===== src/design/rvAlu_params.svh =====
`ifndef RV_ALU_PARAMS_SVH
`define RV_ALU_PARAMS_SVH

// Datapath width
`define RV_XLEN 32

// Register index width
`define RV_REG_ADDR_W 5

// Architectural registers, x0 included
`define RV_REG_COUNT 32

`endif


===== src/design/rvAluPkg.sv =====
`default_nettype none
`include "rvAlu_params.svh"

package rvAluPkg;

    typedef enum logic [6:0] {
        opcOpImm = 7'b0010011,
        opcOp    = 7'b0110011
    } rvOpcode;

    // Encoded as {bit 30, funct3}
    typedef enum logic [3:0] {
        aluAdd = 4'b0000,
        aluSll = 4'b0001,
        aluXor = 4'b0100,
        aluSrl = 4'b0101,
        aluOr  = 4'b0110,
        aluAnd = 4'b0111,
        aluSub = 4'b1000,
        aluSra = 4'b1101
    } aluOp;

    typedef struct packed {
        aluOp                       op;
        logic                       useImm;
        logic [`RV_XLEN-1:0]        opA;
        logic [`RV_XLEN-1:0]        opB;
        logic [`RV_XLEN-1:0]        imm;
        logic [`RV_REG_ADDR_W-1:0]  rd;
        logic                       write;
        logic                       illegal;
    } execPayload;

    typedef struct packed {
        logic [`RV_REG_ADDR_W-1:0]  rd;
        logic                       write;
        logic                       illegal;
        logic [`RV_XLEN-1:0]        value;
    } resultPayload;

endpackage

`default_nettype wire


===== src/design/aluExecute.sv =====
`timescale 1ns/1ps
`default_nettype none
`include "rvAlu_params.svh"

module aluExecute import rvAluPkg::*; (
    input  logic         clock,
    input  logic         arstN,
    input  logic         inValid,
    output logic         inReady,
    input  execPayload   inData,
    output logic         outValid,
    input  logic         outReady,
    output resultPayload outData
);

    localparam int ShiftW = $clog2(`RV_XLEN);

    logic [`RV_XLEN-1:0] opB;
    logic [ShiftW-1:0]   shamt;
    logic [`RV_XLEN-1:0] value;
    resultPayload        result;

    assign opB   = inData.useImm ? inData.imm : inData.opB;
    assign shamt = opB[ShiftW-1:0];

    always_comb begin
        case (inData.op)
            aluAdd:  value = inData.opA + opB;
            aluSub:  value = inData.opA - opB;
            aluXor:  value = inData.opA ^ opB;
            aluOr:   value = inData.opA | opB;
            aluAnd:  value = inData.opA & opB;
            aluSll:  value = inData.opA << shamt;
            aluSrl:  value = inData.opA >> shamt;
            aluSra:  value = $signed(inData.opA) >>> shamt; // Keeps sign
            default: value = '0;
        endcase
        if (inData.illegal) begin
            value = '0;
        end
    end

    always_comb begin
        result.rd      = inData.rd;
        result.write   = inData.write;
        result.illegal = inData.illegal;
        result.value   = value;
    end

    pipeStage #(.payloadT(resultPayload)) u_resultStage (
        .clock    (clock),
        .arstN    (arstN),
        .inValid  (inValid),
        .inReady  (inReady),
        .inData   (result),
        .outValid (outValid),
        .outReady (outReady),
        .outData  (outData)
    );

endmodule

`default_nettype wire


===== src/design/decodeUnit.sv =====
`timescale 1ns/1ps
`default_nettype none
`include "rvAlu_params.svh"

module decodeUnit import rvAluPkg::*; (
    input  logic                       clock,
    input  logic                       arstN,
    input  logic                       instrValid,
    output logic                       instrReady,
    input  logic [`RV_XLEN-1:0]        instr,
    output logic [`RV_REG_ADDR_W-1:0]  rs1Addr,
    output logic [`RV_REG_ADDR_W-1:0]  rs2Addr,
    input  logic [`RV_XLEN-1:0]        rs1Data,
    input  logic [`RV_XLEN-1:0]        rs2Data,
    input  logic                       exValid,
    input  logic [`RV_REG_ADDR_W-1:0]  exRd,
    input  logic                       exWrite,
    input  logic                       wbValid,
    input  logic [`RV_REG_ADDR_W-1:0]  wbRd,
    input  logic                       wbWrite,
    output logic                       stageValid,
    input  logic                       stageReady,
    output execPayload                 stageData
);

    rvOpcode                   opcode;
    logic [2:0]                funct3;
    logic [`RV_REG_ADDR_W-1:0] rd;
    logic                      isOp;
    logic                      isOpImm;
    logic                      legal;
    logic                      rs1Hit;
    logic                      rs2Hit;
    logic                      hazard;
    aluOp                      op;

    assign opcode  = rvOpcode'(instr[6:0]);
    assign funct3  = instr[14:12];
    assign rd      = instr[11:7];
    assign rs1Addr = instr[19:15];
    assign rs2Addr = instr[24:20];

    assign isOp    = (opcode == opcOp);
    assign isOpImm = (opcode == opcOpImm);
    assign legal   = isOp || isOpImm;

    ////////////////////////////////////////
    // ALU operation
    ////////////////////////////////////////
    always_comb begin
        case (funct3)
            3'b000:  op = (isOp && instr[30]) ? aluSub : aluAdd; // addi has no sub
            3'b001:  op = aluSll;
            3'b100:  op = aluXor;
            3'b101:  op = instr[30] ? aluSra : aluSrl;          // srai too
            3'b110:  op = aluOr;
            3'b111:  op = aluAnd;
            default: op = aluAdd;
        endcase
    end

    ////////////////////////////////////////
    // Hazard against both stages
    ////////////////////////////////////////
    // Write flags already exclude x0 destinations
    assign rs1Hit = legal && (rs1Addr != '0) &&
                    ((exValid && exWrite && (exRd == rs1Addr)) ||
                     (wbValid && wbWrite && (wbRd == rs1Addr)));
    assign rs2Hit = isOp && (rs2Addr != '0) &&
                    ((exValid && exWrite && (exRd == rs2Addr)) ||
                     (wbValid && wbWrite && (wbRd == rs2Addr)));
    assign hazard = rs1Hit || rs2Hit;

    assign instrReady = stageReady && !hazard;
    assign stageValid = instrValid && !hazard;

    always_comb begin
        stageData.op      = op;
        stageData.useImm  = isOpImm;
        stageData.opA     = rs1Data;
        stageData.opB     = rs2Data;
        stageData.imm     = {{(`RV_XLEN-12){instr[31]}}, instr[31:20]}; // I-type only
        stageData.rd      = rd;
        stageData.write   = legal && (rd != '0);
        stageData.illegal = !legal;
    end

    // A stalled instruction waits unchanged on its bus
    assert property (@(posedge clock) disable iff (!arstN)
        instrValid && !instrReady |=> instrValid && $stable(instr));

endmodule

`default_nettype wire


===== src/design/pipeStage.sv =====
`timescale 1ns/1ps
`default_nettype none

module pipeStage #(
    parameter type payloadT = logic
) (
    input  logic    clock,
    input  logic    arstN,
    input  logic    inValid,
    output logic    inReady,
    input  payloadT inData,
    output logic    outValid,
    input  logic    outReady,
    output payloadT outData
);

    logic    full;
    payloadT dataQ;

    // Room when empty or the held item leaves now
    assign inReady = !full || outReady;

    always_ff @(posedge clock or negedge arstN) begin
        if (!arstN) begin
            full <= 1'b0;
        end else if (inReady) begin
            full <= inValid;
        end
    end

    always_ff @(posedge clock) begin
        if (inValid && inReady) begin
            dataQ <= inData;
        end
    end

    assign outValid = full;
    assign outData  = dataQ;

    // Upstream keeps its offer until taken
    assert property (@(posedge clock) disable iff (!arstN)
        inValid && !inReady |=> inValid && $stable(inData));

endmodule

`default_nettype wire


===== src/design/rvAluCore.sv =====
`timescale 1ns/1ps
`default_nettype none
`include "rvAlu_params.svh"

module rvAluCore import rvAluPkg::*; (
    input  logic                       clock,
    input  logic                       arstN,
    input  logic                       instrValid,
    output logic                       instrReady,
    input  logic [`RV_XLEN-1:0]        instr,
    input  logic                       retireReady,
    output logic                       retireValid,
    output logic [`RV_REG_ADDR_W-1:0]  retireRd,
    output logic [`RV_XLEN-1:0]        retireData,
    output logic                       retireWrite,
    output logic                       retireIllegal
);

    logic                      decValid;
    logic                      decReady;
    execPayload                decData;
    logic                      exValid;
    logic                      exReady;
    execPayload                exData;
    logic                      resValid;
    logic                      resReady;
    resultPayload              resData;
    logic [`RV_REG_ADDR_W-1:0] rs1Addr;
    logic [`RV_REG_ADDR_W-1:0] rs2Addr;
    logic [`RV_XLEN-1:0]       rs1Data;
    logic [`RV_XLEN-1:0]       rs2Data;
    logic [`RV_REG_ADDR_W-1:0] wbRd;
    logic                      wbWrite;

    decodeUnit u_decode (
        .clock (clock), .arstN (arstN),
        .instrValid (instrValid), .instrReady (instrReady), .instr (instr),
        .rs1Addr (rs1Addr), .rs2Addr (rs2Addr),
        .rs1Data (rs1Data), .rs2Data (rs2Data),
        .exValid (exValid), .exRd (exData.rd), .exWrite (exData.write),
        .wbValid (resValid), .wbRd (wbRd), .wbWrite (wbWrite),
        .stageValid (decValid), .stageReady (decReady), .stageData (decData)
    );

    // Decode to execute register
    pipeStage #(.payloadT(execPayload)) u_execStage (
        .clock (clock), .arstN (arstN),
        .inValid (decValid), .inReady (decReady), .inData (decData),
        .outValid (exValid), .outReady (exReady), .outData (exData)
    );

    aluExecute u_execute (
        .clock (clock), .arstN (arstN),
        .inValid (exValid), .inReady (exReady), .inData (exData),
        .outValid (resValid), .outReady (resReady), .outData (resData)
    );

    writebackStage u_writeback (
        .clock (clock), .arstN (arstN),
        .inValid (resValid), .inReady (resReady), .inData (resData),
        .rs1Addr (rs1Addr), .rs2Addr (rs2Addr),
        .rs1Data (rs1Data), .rs2Data (rs2Data),
        .wbRd (wbRd), .wbWrite (wbWrite),
        .retireValid (retireValid), .retireReady (retireReady),
        .retireRd (retireRd), .retireData (retireData),
        .retireWrite (retireWrite), .retireIllegal (retireIllegal)
    );

endmodule

`default_nettype wire


===== src/design/writebackStage.sv =====
`timescale 1ns/1ps
`default_nettype none
`include "rvAlu_params.svh"

module writebackStage import rvAluPkg::*; (
    input  logic                       clock,
    input  logic                       arstN,
    input  logic                       inValid,
    output logic                       inReady,
    input  resultPayload               inData,
    input  logic [`RV_REG_ADDR_W-1:0]  rs1Addr,
    input  logic [`RV_REG_ADDR_W-1:0]  rs2Addr,
    output logic [`RV_XLEN-1:0]        rs1Data,
    output logic [`RV_XLEN-1:0]        rs2Data,
    output logic [`RV_REG_ADDR_W-1:0]  wbRd,
    output logic                       wbWrite,
    output logic                       retireValid,
    input  logic                       retireReady,
    output logic [`RV_REG_ADDR_W-1:0]  retireRd,
    output logic [`RV_XLEN-1:0]        retireData,
    output logic                       retireWrite,
    output logic                       retireIllegal
);

    logic [`RV_XLEN-1:0] regs [`RV_REG_COUNT];
    logic                doWrite;

    ////////////////////////////////////////
    // Register file
    ////////////////////////////////////////
    assign doWrite = inValid && retireReady && inData.write; // Retire transfer

    always_ff @(posedge clock or negedge arstN) begin
        if (!arstN) begin
            for (int i = 0; i < `RV_REG_COUNT; i++) begin
                regs[i] <= '0;
            end
        end else if (doWrite) begin
            regs[inData.rd] <= inData.value;
        end
    end

    assign rs1Data = (rs1Addr == '0) ? '0 : regs[rs1Addr];
    assign rs2Data = (rs2Addr == '0) ? '0 : regs[rs2Addr];

    // For the decode hazard check
    assign wbRd    = inData.rd;
    assign wbWrite = inData.write;

    assign retireValid   = inValid;
    assign inReady       = retireReady;
    assign retireRd      = inData.rd;
    assign retireData    = inData.value;
    assign retireWrite   = inData.write;
    assign retireIllegal = inData.illegal;

    // Decode must have dropped the write flag for x0
    assert property (@(posedge clock) disable iff (!arstN)
        doWrite |-> inData.rd != '0);

endmodule

`default_nettype wire


===== config.mk =====
export PLATFORM = sky130hd
export DESIGN_NAME = rvAluCore
export DESIGN_NICKNAME = d
export VERILOG_FILES = /design/src/design/rvAluPkg.sv /design/src/design/aluExecute.sv /design/src/design/decodeUnit.sv /design/src/design/pipeStage.sv /design/src/design/rvAluCore.sv /design/src/design/writebackStage.sv
export VERILOG_INCLUDE_DIRS = /design/src /design/src/design
export SDC_FILE = /design/constraint.sdc
export NUM_CORES = 2
export LEC_CHECK = 0
export ABC_AREA = 1
export BUFFER_PORTS_ARGS = -buffer_cell sky130_fd_sc_hd__buf_2
export CELL_PAD_IN_SITES_DETAIL_PLACEMENT = 2
export CELL_PAD_IN_SITES_GLOBAL_PLACEMENT = 2
export CORE_MARGIN = 4
export CORE_UTILIZATION = 41
export CTS_CLUSTER_DIAMETER = 30
export DETAILED_ROUTE_END_ITERATION = 8
export PLACE_DENSITY = 0.95
export SLEW_MARGIN = 0
export SYNTH_ARGS = -nofsm -noshare
export SYNTH_HDL_FRONTEND = slang
export SYNTH_SLANG_ARGS = --single-unit
export TNS_END_PERCENT = 50

===== constraint.sdc =====
create_clock -name clock -period 7.8 [get_ports clock]
set_input_delay 2.34 -clock clock [delete_from_list [all_inputs] [get_ports clock]]
set_output_delay 2.34 -clock clock [all_outputs]
set_load 0.01 [all_outputs]

==> flow_summary.json, run 1 <==
{
  "post_cts_buffers": 0,
  "ios": 77,
  "ys_seq_elements": 1153,
  "syn_avg_cell_area_sq_um": 7.18,
  "track_usage_pct": 83.3,
  "cts.sinks": 1153,
  "async_flop_share_pct": 89.0,
  "run_status": "stopped before the end",
  "ctsHoldBuffers": 0,
  "fp-row-count": 149,
  "cts_root_buf": "clkbuf_16",
  "place.detailed.hpwl_mm": 238,
  "yosysSeqAreaShare_pct": 43.2,
  "ys_types": 53,
  "portBuffers": 76,
  "initial_core_util_pct": 41.3,
  "stop_error": "[ERROR GRT-0232] Routing congestion too high. Check the congestion heatmap in the GUI.",
  "die-height_um": 416,
  "synth_edf_count": 127,
  "synth-main-ff-cell": "dfrtp_1",
  "syn-cell-area_sq_mm": 0.0683,
  "antenna_found_initial": 79,
  "cts.repair.resized": 0,
  "gr-total-overflow": 292,
  "place.gp.congestion": 1.01,
  "clock_path_buffers": 4,
  "htree_num_levels": 5,
  "die_w_um": 416,
  "stop_stage": "global routing (5_1_grt)",
  "cts-buffers-inserted": 327,
  "netlist_instances": 9511,
  "yosysWarnings": 0,
  "grt_max_degree": 176,
  "synth_nets": 9646
}
-- per-layer routing --
metal	GRT overflow	GRT usage, %
met5	6	57.2
met4	147	81.9
met3	18	75.7
met2	114	93.0
met1	7	82.8
-- metrics by stage --
step | util, % | hold slack (ns) | std cells | setup WS (ns) | cell area (sq um)
2_1_floorplan | - | 0.426 | 9511 | 0.0836 | 68300
3_3_place_gp | 42.1 | 0.439 | 11092 | 0.915 | 69600
4_1_cts | 48.7 | 0.477 | 11661 | 0.668 | 80500
3_5_place_dp | 42.1 | 0.464 | 11092 | 0.931 | 69600
-- synth_stat cells, types with 120 or more instances --
cell | count | area, sq um
o22ai_1 | 271 | 1700
clkbuf_1 | 610 | 2290
a21oi_1 | 273 | 1370
nand3_1 | 560 | 2800
dfrtp_1 | 1026 | 25700
nand2_1 | 2280 | 8560
edfxtp_1 | 127 | 3810
inv_1 | 451 | 1690
nor2_1 | 915 | 3430
o21ai_0 | 2189 | 11000
buf_2 | 120 | 601
-- cells by family after synthesis --
| kind of cell | share of synthesized area (%) |
|---|---|
| compound gates | 24.2 |
| xor+xnor | 0.423 |
| fa+ha+maj | 1.82 |
| buf+inv | 7.30 |
| flops | 43.2 |
| mux | 0.176 |
| simple gates | 22.9 |
==> inputs of run 2 (changes only) <==
--- a/config.mk
+++ b/config.mk
@@ -8,13 +8,10 @@
 export LEC_CHECK = 0
 export ABC_AREA = 1
 export BUFFER_PORTS_ARGS = -buffer_cell sky130_fd_sc_hd__buf_2
-export CELL_PAD_IN_SITES_DETAIL_PLACEMENT = 2
-export CELL_PAD_IN_SITES_GLOBAL_PLACEMENT = 2
 export CORE_MARGIN = 4
-export CORE_UTILIZATION = 41
-export CTS_CLUSTER_DIAMETER = 30
+export CORE_UTILIZATION = 30
 export DETAILED_ROUTE_END_ITERATION = 8
-export PLACE_DENSITY = 0.95
+export PLACE_DENSITY_LB_ADDON = 0.15
 export SLEW_MARGIN = 0
 export SYNTH_ARGS = -nofsm -noshare
 export SYNTH_HDL_FRONTEND = slang
==> run 2 against run 1 <==
Synthesized area did not move. The flow now finishes without violations. Synthesized cell count is the same.
==> flow_summary.json, run 2 <==
{
  "run_status": "finished, final reports clean",
  "fill_cells": 24236,
  "htree_num_levels": 4,
  "r2r_slack_ns": 2.36,
  "power_switching_mw": 5.62,
  "synthTopCellsByCount": "2,280 x nand2_1, 2,189 x o21ai_0, 1,026 x dfrtp_1",
  "cts.sinks": 1153,
  "fin_ws_ns": 1.07,
  "power_leakage_nw": 32.5,
  "min_path_type": "reg -> reg",
  "regToRegStartpoint": "u_execStage.outData[103]",
  "post-route-period-util_pct": 86.3,
  "remaining_drc_errors": 0,
  "rsz0062_at_grt": "false",
  "cts_root_buf": "clkbuf_16",
  "post_cts_buffers": 0,
  "holdPathStages": 0,
  "place.gp.congestion": 0.954,
  "yosysSeqAreaShare_pct": 43.2,
  "min_to": "u_execute.u_resultStage.outData[37]",
  "finalSetupViolCount": 0,
  "die_w_um": 485,
  "p_seq_share_pct": 42.0,
  "fin_worst_skew_ns": 0.0358,
  "gr-total-overflow": 0,
  "report.power.total_mw": 17.2,
  "netlist_instances": 9511,
  "grt_max_degree": 166,
  "worst_pin_slew_ns": 1.25,
  "synth_nets": 9646,
  "endpoint_kind": "output pin",
  "period_needed_ns": 6.73,
  "cts_tree": "built",
  "antenna_found_initial": 12,
  "switching_share_pct": 32.6,
  "antenna_left": 0,
  "syn_avg_cell_area_sq_um": 7.18,
  "pre_cts_ws_ns": 1.08,
  "firstDrtPassIters": 8,
  "cts-buffers-inserted": 142,
  "cts.repair.resized": 0,
  "yosysTopAreaCell": "dfrtp_1",
  "r2r_cells": 23,
  "synth-main-ff-cell": "dfrtp_1",
  "hold_ws_ns": 0.455,
  "synth_area_leaders": "dfrtp_1 38%, o21ai_0 16%, nand2_1 13%",
  "portBuffers": 76,
  "place_inst": 11919,
  "synth_top_area_share_pct": 37.6,
  "drive_above_1_share_pct": 5.91,
  "place.detailed.hpwl_mm": 194,
  "nets": 9206,
  "ios": 77,
  "internal_power_mw": 11.6,
  "ys_types": 53,
  "ys_seq_elements": 1153,
  "ctsHoldBuffers": 0,
  "syn-cell-area_sq_mm": 0.0683,
  "critPathMaxFanout": 15,
  "wl_per_cell_um": 26.8,
  "initial_core_util_pct": 30.3,
  "combPwrFrac_pct": 18.7,
  "r2r-end": "u_execute.u_resultStage.outData[17]",
  "hold_viol_final": 0,
  "final_cell_mix": "2,267 x nand2_1, 2,189 x o21ai_0, 1,026 x dfrtp_1",
  "p_clk_share_pct": 39.3,
  "critPathLaunchType": "input pin",
  "largest-register": "u_writeback.regs",
  "wl_mm": 326,
  "drv_slew": 0,
  "largest_register_ffs": 1024,
  "via_per_inst": 5.68,
  "fmax_ghz": 0.148,
  "final_common_cell": "nand2_1",
  "coreArea_sq_mm": 0.226,
  "yosysWarnings": 0,
  "ir_drop_mv": 0.249,
  "first_global_vias": 65109,
  "synth_edf_count": 127,
  "crit_arrival_ns": 4.39,
  "fin_cells": 12183,
  "dieArea_sq_mm": 0.235,
  "async_flop_share_pct": 89.0,
  "yosysMostFrequentCell": "nand2_1",
  "clock_path_buffers": 3,
  "track_usage_pct": 26.9,
  "drv_cap": 0,
  "p_per_area_mw_per_mm2": 228,
  "grt_pass1_wl_mm": 471,
  "path_class": "in -> out",
  "fp-row-count": 174,
  "worstHoldStart": "u_execStage.outData[5]",
  "clk_latency_ns": 0.82,
  "syn_to_final_growth_pct": 10.6,
  "drt_iter0_markers": 8225,
  "setup_tns_ns": 0,
  "clkTransAtPathRegs_ns": 0.06,
  "slew_headroom_pct": 16.4,
  "via_count": 69219,
  "worstPathRequired_ns": 5.46,
  "die-height_um": 485
}
run 2: cell counts after synthesis:
Identical to the previous run, type by type.
run 2: area by class of cell:
class	instances	area [sq um]	area share, %
Multi-Input combinational cell	7094	34100	45.1
Sequential cell	1153	29500	39.1
Clock buffer	221	4370	5.79
Tap cell	2992	3740	4.96
Inverter	469	1800	2.38
Timing Repair Buffer	211	1720	2.28
Clock inverter	37	309	0.409
Antenna cell	6	15.0	0.0199
run 2: power by group through the flow:
stage          registers (mW)  logic [mW]  clock network, mW
2_1_floorplan            7.12        2.09                  0
3_3_place_gp             7.30        3.16                  0
3_5_place_dp             7.31        3.19                  0
4_1_cts                  7.21        3.20               6.89
5_1_grt                  7.30        3.60               7.13
6_report                 7.23        3.23               6.76
run 2: how the worst max path moves through the flow:
| stage | from | end | cells past startpoint |
|---|---|---|---|
| after floorplan | instr[20] | u_execStage.outData[0] | 9 |
| after global placement | instr[23] | instrReady | 10 |
| after detailed placement | instr[23] | instrReady | 10 |
| after CTS | instr[23] | instrReady | 10 |
| after global routing | instr[23] | instrReady | 10 |
| final | instr[23] | instrReady | 10 |
run 2: kinds of logic (layout without fill, tap and decap cells):
logic type | count (synthesis) | after routing | synth area share (%)
buf+inv | 1264 | 938 | 7.30
simple gates | 3873 | 3873 | 22.9
mux | 12 | 12 | 0.176
fa+ha+maj | 99 | 99 | 1.82
xor+xnor | 33 | 33 | 0.423
compound gates | 3077 | 3077 | 24.2
flops | 1153 | 1153 | 43.2
other cells | 0 | 6 | 0
run 2: routing by layer:
| metal | track usage (%) | part of all wire, % | routed length (um) | vias up |
|---|---|---|---|---|
| met3 | 3.93 | 7.6 | 24800 | 684 |
| li1 | - | - | - | 31253 |
| met2 | 41.9 | 44 | 144000 | 3360 |
| met1 | 36.6 | 43 | 140000 | 33920 |
| met4 | 12.8 | 5.2 | 16900 | 2 |
| met5 | 0 | 0.0037 | 12 | - |
run 2: critical path: stages:
cell	delay, ns
buf_2	0.52
inv_4	0.22
o21ai_0	0.21
a221oi_1	0.08
nand4_1	0.15
nand2_1	0.08
nand3_1	0.13
nand2_1	0.07
nor2_1	0.33
buf_2	0.21
run 2: stage by stage:
| step | util, % | cell area [sq um] |
|---|---|---|
| 6_report | 33.5 | 75500 |
| 5_1_grt | 33.5 | 75500 |
| 4_1_cts | 33.5 | 75500 |
| 3_5_place_dp | 31.4 | 70800 |
| 3_3_place_gp | 31.4 | 70800 |
| 2_1_floorplan | - | 68300 |
(Power assumes the default switching activity.)
